===== config.mk =====
export PLATFORM = sky130hd
export DESIGN_NAME = tcpStream
export DESIGN_NICKNAME = d
export VERILOG_FILES = /design/src/verilog/tcpStreamPkg.sv /design/src/verilog/frameParser.sv /design/src/verilog/payloadFifo.sv /design/src/verilog/seqTracker.sv /design/src/verilog/tcpStream.sv
export SDC_FILE = /design/constraint.sdc
export NUM_CORES = 1
export LEC_CHECK = 0
export BUFFER_PORTS_ARGS = -buffer_cell sky130_fd_sc_hd__buf_2
export CORE_ASPECT_RATIO = 1.5
export CORE_MARGIN = 2
export CORE_UTILIZATION = 40
export DETAILED_ROUTE_END_ITERATION = 16
export HOLD_SLACK_MARGIN = 0.06
export SETUP_SLACK_MARGIN = 0.02
export SLEW_MARGIN = 10
export SYNTH_ARGS = -nofsm -noshare
export SYNTH_HDL_FRONTEND = slang
export SYNTH_SLANG_ARGS = --single-unit

===== constraint.sdc =====
create_clock -name CLOCK -period 10.3 [get_ports CLOCK]
set_input_delay 2.06 -clock CLOCK [delete_from_list [all_inputs] [get_ports CLOCK]]
set_output_delay 2.06 -clock CLOCK [all_outputs]
set_load 0.05 [all_outputs]

===== src/verilog/tcpStreamPkg.sv =====
`default_nettype none

package tcpStreamPkg;

	//////////////////////////////////////////////////
	// basic field types
	//////////////////////////////////////////////////

	typedef logic [7:0]  byteT;
	typedef logic [31:0] ipAddrT;
	typedef logic [15:0] portT;
	typedef logic [31:0] seqNumT;
	typedef logic [15:0] lenT;

	// byte counter within one header field group
	typedef logic [5:0]  cntT;

	//////////////////////////////////////////////////
	// ethertype and size constants
	//////////////////////////////////////////////////

	// ethertype decoded in two steps, high byte first
	localparam byteT ETH_TYPE_IPV4_HI = 8'h08;
	localparam byteT ETH_TYPE_IPV4_LO = 8'h00;
	localparam byteT ETH_TYPE_VLAN_HI = 8'h81;

	localparam lenT        IP_TCP_MIN_HDR = 16'd40;	// 20 ip + 20 tcp
	localparam logic [3:0] MIN_HDR_WORDS  = 4'd5;	// ihl and data offset floor

	// field group sizes in bytes
	localparam cntT MAC_BYTES      = 6'd12;	// dst + src mac
	localparam cntT VLAN_BYTES     = 6'd3;	// tag bytes after the 0x81
	localparam cntT IP_FIXED_BYTES = 6'd20;
	localparam cntT TCP_PORT_BYTES = 6'd4;
	localparam cntT TCP_SEQ_BYTES  = 6'd4;
	localparam cntT TCP_ACK_BYTES  = 6'd4;
	localparam cntT TCP_REST_BYTES = 6'd6;	// window, checksum, urgent

	// byte positions inside the fixed ipv4 header
	localparam cntT IP_LEN_HI_POS = 6'd2;
	localparam cntT IP_LEN_LO_POS = 6'd3;
	localparam cntT IP_PROTO_POS  = 6'd9;
	localparam cntT IP_SRC_POS    = 6'd12;
	localparam cntT IP_DST_POS    = 6'd16;

	//////////////////////////////////////////////////
	// enums
	//////////////////////////////////////////////////

	typedef enum logic [7:0] {
		protoTcp   = 8'd6,
		protoOther = 8'hff	// anything we skip
	} ipProtoT;

	typedef enum logic [5:0] {
		stIdle,
		stMac,
		stEthTypeHi,
		stEthTypeLo,
		stVlan,
		stIpFixed,
		stIpOpt,
		stTcpPorts,
		stTcpSeq,
		stTcpAck,
		stTcpOffset,
		stTcpFlags,
		stTcpRest,
		stTcpOpt,
		stPayload
	} parseStateT;

endpackage

`default_nettype wire


===== src/verilog/frameParser.sv =====
`timescale 1ns/1ps
`default_nettype none

module frameParser (
	input  wire                  CLOCK,
	input  wire                  rst,
	input  wire                  newPkt,
	input  wire                  dataValid,
	input  wire tcpStreamPkg::byteT   data,
	input  wire tcpStreamPkg::ipAddrT srcIp,
	input  wire tcpStreamPkg::ipAddrT dstIp,
	input  wire tcpStreamPkg::portT   srcPort,
	input  wire tcpStreamPkg::portT   dstPort,
	output logic                 payValid,
	output tcpStreamPkg::byteT   payData,
	output logic                 payFirst,
	output logic                 segValid,
	output tcpStreamPkg::seqNumT segSeq,
	output logic                 segSyn,
	output tcpStreamPkg::lenT    segLen
);

	import tcpStreamPkg::*;

	parseStateT state;
	cntT        byteCnt;
	cntT        fieldLen;
	logic       fieldLast;
	logic       hdrDone;

	logic [3:0] ihl;
	logic [3:0] dataOff;
	lenT        totalLen;
	ipProtoT    ipProto;
	seqNumT     seqReg;
	logic       synFlag;

	logic       match;		// running 4-tuple compare
	logic       firstFlag;
	lenT        payLeft;
	lenT        ipOptLen;
	lenT        tcpOptLen;
	lenT        payLen;

	ipAddrT     addrWord;
	byteT       addrByte;
	portT       portWord;
	byteT       portByte;

	//////////////////////////////////////////////////
	// field bookkeeping
	//////////////////////////////////////////////////

	assign ipOptLen  = lenT'({ihl - MIN_HDR_WORDS, 2'b00});
	assign tcpOptLen = lenT'({dataOff - MIN_HDR_WORDS, 2'b00});
	assign payLen    = totalLen - IP_TCP_MIN_HDR - ipOptLen - tcpOptLen;

	always_comb begin
		case (state)
			stMac:      fieldLen = MAC_BYTES;
			stVlan:     fieldLen = VLAN_BYTES;
			stIpFixed:  fieldLen = IP_FIXED_BYTES;
			stIpOpt:    fieldLen = ipOptLen[5:0];
			stTcpPorts: fieldLen = TCP_PORT_BYTES;
			stTcpSeq:   fieldLen = TCP_SEQ_BYTES;
			stTcpAck:   fieldLen = TCP_ACK_BYTES;
			stTcpRest:  fieldLen = TCP_REST_BYTES;
			stTcpOpt:   fieldLen = tcpOptLen[5:0];
			default:    fieldLen = 6'd1;	// single byte fields
		endcase
	end

	assign fieldLast = byteCnt == fieldLen - 1'b1;

	// last byte of the tcp header, with or without options
	assign hdrDone = dataValid && !newPkt && fieldLast &&
		((state == stTcpRest && dataOff == MIN_HDR_WORDS) || state == stTcpOpt);

	// session byte for the current address or port position
	assign addrWord = (byteCnt < IP_DST_POS) ? srcIp : dstIp;
	assign addrByte = addrWord[{~byteCnt[1:0], 3'b000} +: 8];
	assign portWord = byteCnt[1] ? dstPort : srcPort;
	assign portByte = portWord[{~byteCnt[0], 3'b000} +: 8];

	//////////////////////////////////////////////////
	// state machine
	//////////////////////////////////////////////////

	// newPkt is a pulse ahead of the first mac byte
	always_ff @(posedge CLOCK) begin
		if (rst) begin
			state     <= stIdle;
			byteCnt   <= '0;
			match     <= 1'b0;
			firstFlag <= 1'b0;
			payLeft   <= '0;
			payValid  <= 1'b0;
			segValid  <= 1'b0;
		end else begin
			payValid <= 1'b0;
			segValid <= 1'b0;
			if (newPkt) begin
				state   <= stMac;
				byteCnt <= '0;
				match   <= 1'b1;
			end else if (dataValid && state != stIdle) begin
				byteCnt <= fieldLast ? '0 : byteCnt + 1'b1;
				case (state)
					stMac:       if (fieldLast) state <= stEthTypeHi;
					stEthTypeHi: begin
						if (data == ETH_TYPE_VLAN_HI)
							state <= stVlan;
						else if (data == ETH_TYPE_IPV4_HI)
							state <= stEthTypeLo;
						else
							state <= stIdle;
					end
					stEthTypeLo: state <= (data == ETH_TYPE_IPV4_LO) ? stIpFixed : stIdle;
					stVlan:      if (fieldLast) state <= stEthTypeHi;	// tag done, type again
					stIpFixed: begin
						if (byteCnt >= IP_SRC_POS && data != addrByte)
							match <= 1'b0;
						if (fieldLast) begin
							if (ihl < MIN_HDR_WORDS)
								state <= stIdle;	// malformed
							else if (ihl != MIN_HDR_WORDS)
								state <= stIpOpt;
							else
								state <= (ipProto == protoTcp) ? stTcpPorts : stIdle;
						end
					end
					stIpOpt: begin
						if (fieldLast)
							state <= (ipProto == protoTcp) ? stTcpPorts : stIdle;
					end
					stTcpPorts: begin
						if (data != portByte)
							match <= 1'b0;
						if (fieldLast) state <= stTcpSeq;
					end
					stTcpSeq:    if (fieldLast) state <= stTcpAck;
					stTcpAck:    if (fieldLast) state <= stTcpOffset;
					stTcpOffset: state <= stTcpFlags;
					stTcpFlags:  state <= stTcpRest;
					stTcpRest: begin
						if (fieldLast)
							state <= (dataOff > MIN_HDR_WORDS) ? stTcpOpt : stIdle;
					end
					stTcpOpt: ;	// end handled by hdrDone
					stPayload: begin
						payValid  <= match;
						firstFlag <= 1'b0;
						payLeft   <= payLeft - 1'b1;
						if (payLeft == 16'd1) state <= stIdle;
					end
					default: state <= stIdle;
				endcase

				// header complete, overrides the case above
				if (hdrDone) begin
					segValid <= match;
					if (match && payLen != '0) begin
						state     <= stPayload;
						payLeft   <= payLen;
						firstFlag <= 1'b1;
					end else begin
						state <= stIdle;
					end
				end
			end
		end
	end

	//////////////////////////////////////////////////
	// header field capture
	//////////////////////////////////////////////////

	always_ff @(posedge CLOCK) begin
		if (dataValid && !newPkt) begin
			case (state)
				stIpFixed: begin
					if (byteCnt == '0) ihl <= data[3:0];
					if (byteCnt == IP_LEN_HI_POS) totalLen[15:8] <= data;
					if (byteCnt == IP_LEN_LO_POS) totalLen[7:0] <= data;
					if (byteCnt == IP_PROTO_POS)
						ipProto <= (data == byteT'(protoTcp)) ? protoTcp : protoOther;
				end
				stTcpSeq:    seqReg <= {seqReg[23:0], data};	// msb first
				stTcpOffset: dataOff <= data[7:4];
				stTcpFlags:  synFlag <= data[1];
				default: ;
			endcase
		end
		payData  <= data;
		payFirst <= firstFlag;
		if (hdrDone) begin
			segSeq <= seqReg;
			segSyn <= synFlag;
			segLen <= payLen;
		end
	end

endmodule

`default_nettype wire


===== src/verilog/payloadFifo.sv =====
`timescale 1ns/1ps
`default_nettype none

module payloadFifo #(
	parameter int fifoDepth = 64
) (
	input  wire                CLOCK,
	input  wire                rst,
	input  wire                payValid,
	input  wire tcpStreamPkg::byteT payData,
	input  wire                payFirst,
	input  wire                outReady,
	output logic               outValid,
	output tcpStreamPkg::byteT outData,
	output logic               outFirst,
	output logic               dropped
);

	localparam int ptrWidth = $clog2(fifoDepth);

	// entry is {first tag, data byte}
	logic [8:0]          mem [fifoDepth];
	logic [ptrWidth-1:0] wrPtr;
	logic [ptrWidth-1:0] rdPtr;
	logic [ptrWidth:0]   count;

	logic full;
	logic doWrite;
	logic doRead;

	assign full    = count == (ptrWidth + 1)'(fifoDepth);
	assign doWrite = payValid && !full;
	assign outValid = count != '0;
	assign doRead  = outValid && outReady;

	// head entry stays put until it is read
	assign {outFirst, outData} = mem[rdPtr];

	always_ff @(posedge CLOCK) begin
		if (doWrite)
			mem[wrPtr] <= {payFirst, payData};
	end

	//////////////////////////////////////////////////
	// pointers and occupancy
	//////////////////////////////////////////////////

	always_ff @(posedge CLOCK) begin
		if (rst) begin
			wrPtr   <= '0;
			rdPtr   <= '0;
			count   <= '0;
			dropped <= 1'b0;
		end else begin
			if (doWrite) wrPtr <= wrPtr + 1'b1;	// wraps at power of two
			if (doRead)  rdPtr <= rdPtr + 1'b1;
			case ({doWrite, doRead})
				2'b10:   count <= count + 1'b1;
				2'b01:   count <= count - 1'b1;
				default: count <= count;
			endcase
			// byte lost, sticky until reset
			if (payValid && full)
				dropped <= 1'b1;
		end
	end

endmodule

`default_nettype wire


===== src/verilog/seqTracker.sv =====
`timescale 1ns/1ps
`default_nettype none

module seqTracker (
	input  wire                 CLOCK,
	input  wire                 rst,
	input  wire                 segValid,
	input  wire tcpStreamPkg::seqNumT segSeq,
	input  wire                 segSyn,
	input  wire tcpStreamPkg::lenT    segLen,
	output logic                gapped
);

	import tcpStreamPkg::*;

	seqNumT expSeq;		// where the next segment should start
	logic   synSeen;
	logic   seqMiss;

	assign seqMiss = segSeq != expSeq;

	//////////////////////////////////////////////////
	// expected sequence register
	//////////////////////////////////////////////////

	always_ff @(posedge CLOCK) begin
		if (segValid) begin
			if (segSyn)
				expSeq <= segSeq + 32'd1;	// syn takes one number
			else
				expSeq <= segSeq + seqNumT'(segLen);	// resync after a gap too
		end
	end

	//////////////////////////////////////////////////
	// gap decision
	//////////////////////////////////////////////////

	// no expected number exists before the first syn
	always_ff @(posedge CLOCK) begin
		if (rst) begin
			synSeen <= 1'b0;
			gapped  <= 1'b0;
		end else if (segValid) begin
			if (segSyn) begin
				synSeen <= 1'b1;
				gapped  <= 1'b0;
			end else begin
				gapped <= synSeen && seqMiss;
			end
		end
	end

endmodule

`default_nettype wire


===== src/verilog/tcpStream.sv =====
`timescale 1ns/1ps
`default_nettype none

module tcpStream #(
	parameter int fifoDepth = 64
) (
	input  wire                  CLOCK,
	input  wire                  rst,
	input  wire                  newPkt,
	input  wire                  dataValid,
	input  wire tcpStreamPkg::byteT   data,
	input  wire tcpStreamPkg::ipAddrT srcIp,
	input  wire tcpStreamPkg::portT   srcPort,
	input  wire tcpStreamPkg::ipAddrT dstIp,
	input  wire tcpStreamPkg::portT   dstPort,
	input  wire                  outReady,
	output logic                 outValid,
	output tcpStreamPkg::byteT   outData,
	output logic                 outFirst,
	output logic                 dropped,
	output logic                 gapped
);

	import tcpStreamPkg::*;

	// parser to fifo
	logic   payValid;
	byteT   payData;
	logic   payFirst;

	// parser to sequence tracker
	logic   segValid;
	seqNumT segSeq;
	logic   segSyn;
	lenT    segLen;

	frameParser frameParser_i (
		.CLOCK(CLOCK), .rst(rst),
		.newPkt(newPkt), .dataValid(dataValid), .data(data),
		.srcIp(srcIp), .dstIp(dstIp), .srcPort(srcPort), .dstPort(dstPort),
		.payValid(payValid), .payData(payData), .payFirst(payFirst),
		.segValid(segValid), .segSeq(segSeq), .segSyn(segSyn), .segLen(segLen)
	);

	payloadFifo #(.fifoDepth(fifoDepth)) payloadFifo_i (
		.CLOCK(CLOCK), .rst(rst),
		.payValid(payValid), .payData(payData), .payFirst(payFirst),
		.outReady(outReady), .outValid(outValid), .outData(outData),
		.outFirst(outFirst), .dropped(dropped)
	);

	seqTracker seqTracker_i (
		.CLOCK(CLOCK), .rst(rst),
		.segValid(segValid), .segSeq(segSeq), .segSyn(segSyn), .segLen(segLen),
		.gapped(gapped)
	);

endmodule

`default_nettype wire


# Word level (Yosys, flattened, before mapping)
# Memories as Yosys holds them, arrays and structs flattened. A register that Yosys moved wholly into a read port is not among the register bits.
# Index checks and enable logic that the tools add are counted.
dict set report totals {
  ramBits 576
  out_inout_bits 12
  wordCells 187
  inputBits 109
  register_bits 209
  mem_count 1
}
dict set report classes {
  n_eq_ne 51
  add_sub_neg 14
  mux 43
  n_reduce_logical 39
  magnitude_cmp 4
  bitwise_logic 6
  shifts 2
}
# name words width rd rd_ports_with_merged_regs wr line
set memory_table {}
lappend memory_table {payloadFifo_i.mem 64 9 1 1 1 payloadFifo.sv:22} ;# logic [8:0] mem [fifoDepth];
# op n
set ops {}
lappend ops {{2-to-1 mux 6 bit} 15}
lappend ops {{case mux 6 bit (13 select lines)} 1}
lappend ops {{2-to-1 mux 16 bit} 4}
lappend ops {{2-to-1 mux 32 bit} 2}
lappend ops {{equality test 6 x 4 -> 1 bit (second input constant)} 8}
lappend ops {{case mux 6 bit (7 select lines)} 1}
lappend ops {{adder 32 x 1 -> 32 bit (second input constant)} 1}
lappend ops {{adder 32 x 16 -> 32 bit} 1}
lappend ops {{!= test 32 bit} 1}
lappend ops {{variable part select 32 x 6 -> 8 bit} 1}
lappend ops {{subtractor 16 x 6 -> 16 bit} 2}
lappend ops {{!= test 4 x 2 -> 1 bit (second input constant)} 7}
lappend ops {{equality test 6 x 2 -> 1 bit (second input constant)} 4}
lappend ops {{equality test 6 x 3 -> 1 bit (second input constant)} 4}
lappend ops {{!= test 3 x 1 -> 1 bit (second input constant)} 8}
lappend ops {{AND reduction 10 bit} 2}
lappend ops {{adder 6 x 1 -> 6 bit (second input constant)} 3}
lappend ops {{equality test 16 x 1 -> 1 bit (second input constant)} 1}
lappend ops {{equality test 8 x 3 -> 1 bit (second input constant)} 2}
lappend ops {{!= test 8 bit} 2}
lappend ops {{nonzero test 16 bit} 1}
lappend ops {{variable part select 16 x 5 -> 8 bit} 1}
lappend ops {{subtractor 16 x 1 -> 16 bit (second input constant)} 1}
lappend ops {{subtractor 16 x 6 -> 16 bit (second input constant)} 1}
lappend ops {{other kinds (44)} 85}

# Longest topological paths before layout
dict set report logic_depth {
  depth_word 10
  ltp_mapped 19
  mapped_depth_nobuf 16
}

# By module
# From an unflattened synthesis, not the netlist that was laid out.
dict set report hier_totals {
  cells_unflattened 2046
  area_unflattened_um2 33796.2
}
# mod seq_area_each_um2 cells_per_inst instances area_each_um2
set by_module_without_submodules {}
lappend by_module_without_submodules {payloadFifo 17817.1 1175 1 23721.5}
lappend by_module_without_submodules {frameParser 3993.8 607 1 7400.8}
lappend by_module_without_submodules {seqTracker 1001.0 264 1 2673.8}

# Worst setup path after synthesis
# Ideal clock, no wire load.
dict set report synth_path {
  path_kind {input to register}
  startpoint {input newPkt}
  endpoint {register frameParser_i.seqReg[0] (enable)}
  slack_ns 4.447
  required_time_ns 9.798
  path_buffers 0
  arrival_ns 5.351
  stages 2
  setup_ns 0.502
  cell_sequence {nand2b_1 -> nor4_1}
}
dict set report synth_via {
  elab_chain_cells 3
}
# element line
set synth_rtl {}
lappend synth_rtl {{from (decl)} tcpStream.sv:9} ;# input wire newPkt,
lappend synth_rtl {{zero test 1 bit} frameParser.sv:179} ;# if (dataValid && !newPkt) begin
lappend synth_rtl {{logical AND 1 bit} frameParser.sv:179}
lappend synth_rtl {{AND reduction 2 bit (no source line)} --}
lappend synth_rtl {{to (signal assigned)} frameParser.sv:188} ;# stTcpSeq: seqReg <= {seqReg[23:0], data};
lappend synth_rtl {{to (decl)} frameParser.sv:35} ;# seqNumT seqReg;
# No other way between the ends.
# A chain may end at the register's enable or synchronous reset.

==> impl_results.md <==
* Post-synthesis instance total at 1867
* Vias in the first global route at 18500
* Synth top area cells: edfxtp_1 (65%), mux4_2 (15%), dfxtp_1 (4.1%), xor2_1 (1.9%), ha_1 (1.7%)
* Ys Warns at 0
* Via count at 17700
* Routed met3 length at 3.31 mm
* Met2 Wirelength at 43.8 mm
* Reg2Reg Depth at 16
* Total Die Area at 84800 µm²
* Worst-margin pin slew at 1250 ps
* Worst hold path class: reg -> reg
* Die Y at 356 µm
* Post-synthesis area per instance at 17.7 µm²
* Fillers at 6943
* Vias/cell at 5.64
* Hold_buf cts at 0
* R2R Setup Slk at 4990 ps
* Fmax at 151 MHz
* TNS Setup at 0 ps
* H-tree levels at 3
* Global route overflow at 0
* Post-place setup slack at 4290 ps
* Final period utilization at 64.3%
* Crit-path cells: buf_4 -> mux4_2 -> mux4_2 -> mux4_2 -> buf_2
* Core footprint at 82200 µm²
* Leak at 11.9 nW
* Ys async rst share at 0%
* Max cap viols at 0
* RSZ-0062 raised after global routing: no
* Max Slew Vio Count at 0
* Drt pass-1 iters at 5
* Port bufs at 120
* Worst Hold Path Cells at 0
* DRC errors left at 0
* Syn_nets at 2028
* Wire length on met1 at 27.4 mm
* Worst path slowest cell: dfxtp_4
* Worst path max stage delay at 1100 ps
* Clock-pin slew on the worst setup and hold paths at 60 ps
* Max VDD drop at 0.141 mV
* Largest net degree at the start of global routing at 97
* Gpl congestion at 0.845
* CTS tree: yes
* Register area share after synthesis at 69.1%
* Total power at 6.22 mW
* Final setup viols at 0
* Detail Route Antenna Nets at 0
* DRT iter0 DRCs at 1380
* Layout area overhead at 13.3%
* TritonCTS buffer count at 73
* Commonest non-fill, non-tap cell in the layout: edfxtp_1
* Hold Path Sink: frameParser_i.payFirst
* Synthesized area at 33000 µm²
* Wire per inst at 24.8 µm
* PD cells at 166 nW/µm²
* Hpwl dp at 52.1 mm
* WP buf/inv at 2
* Clock Latency Late Sink at 640 ps
* Layout cells sized above 1 at 25.1%
* NumNets Final at 2190
* Unique masters post-synth at 79
* Yosys top cell area share at 65.1%
* WL final at 77.8 mm
* Initial antenna violation count at 4
* Num rows at 129
* GRT Util Overall at 18.5%
* # Post-CTS Setup Buffers at 0
* Crit path DAT at 4560 ps
* Reg2reg start: frameParser_i.dataOff[0]
* Critical path's top delay family: multiplexers
* FF+latch count, synth at 782
* Post-synth EDFFs at 715
* Final clock skew at 29.5 ps
* CTS sink count at 782
* Setup WS post-layout at 3680 ps
* Commonest cells after routing, fill and taps aside: edfxtp_1 (715), mux4_2 (213), nor2_1 (134), buf_2 (120), clkbuf_16 (74)
* Initial Util at 40.2%
* Synth Flop Type: edfxtp_1
* Max_slew headroom at 16.0%
* Crit Path Max Fanout at 77
* First-pass GRT wire length at 115 mm
* Ports at 121
* Critical Path End Type: output pin
* Clk root buf: clkbuf_16
* WS Path Type: reg -> out
* Critical hold path startpoint: frameParser_i.firstFlag
* CP Launch Type: flop
* CP most frequent cell: mux4_2
* Hold Fails Final Rpt at 0
* Status: finished, final reports clean
* Clk buf depth at 3
* Critical path required time at 8240 ps
* Die span in x at 238 µm
* Minimum clock period at 6620 ps
* Top Metal Used: met4
* Cts repair resizes at 0
* FF-to-FF End: frameParser_i.payLeft[3]
* Area leader, netlist: edfxtp_1
==> layout make-up <==
class                           instances  area, µm²  share of cell area, %
Timing Repair Buffer                  168        986                   2.64
Tap cell                             1048       1310                   3.51
Multi-Input combinational cell        958       9710                   26.0
Inverter                               46        173                  0.462
Antenna cell                            4       10.0                 0.0268
Clock buffer                           91       1920                   5.13
Sequential cell                       782      22800                   61.1
Clock inverter                         42        417                   1.12
==> synthesized netlist by cell type (16+ instances only) <==
master	n
mux4_2	213
nand3_1	18
dfxtp_1	67
nor4_1	24
o21ai_0	37
ha_1	46
xor2_1	71
buf_1	17
xnor2_1	41
clkbuf_1	59
nand2_1	64
inv_1	44
a21oi_1	56
edfxtp_1	715
nor2b_1	24
nor3_1	26
nor2_1	135
a21o_1	16
==> state kept, by name (all words and copies together) (netlist names), 7 cells and up, named ones only <==
signal / count
payloadFifo_i.mem: 576
frameParser_i.segSeq: 32
frameParser_i.payLeft: 16
seqTracker_i.expSeq: 32
frameParser_i.seqReg: 32
frameParser_i.segLen: 16
frameParser_i.payData: 8
payloadFifo_i.count: 7
frameParser_i.totalLen: 16
==> metal layers <==
| metal | up-vias | global-route usage (%) |
|---|---|---|
| met5 | - | 0 |
| met4 | 0 | 8.29 |
| met2 | 595 | 35.9 |
| li1 | 7787 | - |
| met3 | 148 | 2.18 |
| met1 | 9169 | 19.8 |
==> logic make-up (layout without fill, tap and decap cells) <==
logic type,Yosys count,count (layout),share of synthesized area (%)
DFF,782,782,69.1
and+or+nand+nor,387,387,5.88
muxes,223,223,14.8
AOI/OAI and AO/OA,184,184,3.56
buffers and inverters,127,347,1.48
xor gates and xnor gates,112,112,2.97
adders and majority gates,52,52,2.11
other,0,4,0
==> how the worst max path moves through the flow <==
stage,start,endpoint,cells after the start
after CTS,flop,outData[5],5
final,flop,outData[5],5
after floorplan,newPkt,frameParser_i.seqReg[0],2
after global placement,flop,outData[5],5
after detailed placement,flop,outData[5],5
after global routing,flop,outData[5],5
==> power breakdown <==
part,switching (mW),internal [mW]
registers,0.0307,3.45
clock network,1.19,1.45
logic,0.0519,0.0411
total,1.28,4.94
==> per-stage QoR <==
stage	cells	area (µm²)	hold WS [ps]	util [%]
floorplan	1867	33000	325	-
global placement	3001	35000	335	42.6
detailed placement	3001	35000	338	42.6
CTS	3134	37300	353	45.4
global route	3139	37400	355	45.5
finish	3139	37400	353	45.5
==> worst register-to-register path, cell delays in order, from the launching register on <==
cell and delay (ps):
edfxtp_1 500, inv_1 80, ha_1 230, xnor2_1 400, ha_1 330, fa_1 480, inv_1 40, ha_1 320
o21a_1 220, o31a_1 150, o311a_1 380, o21ai_2 180, or3b_1 360, or4_1 820, and2_1 350, a22oi_1 230
a21oi_1 90
No activity file was read; power rests on OpenSTA's default activity.
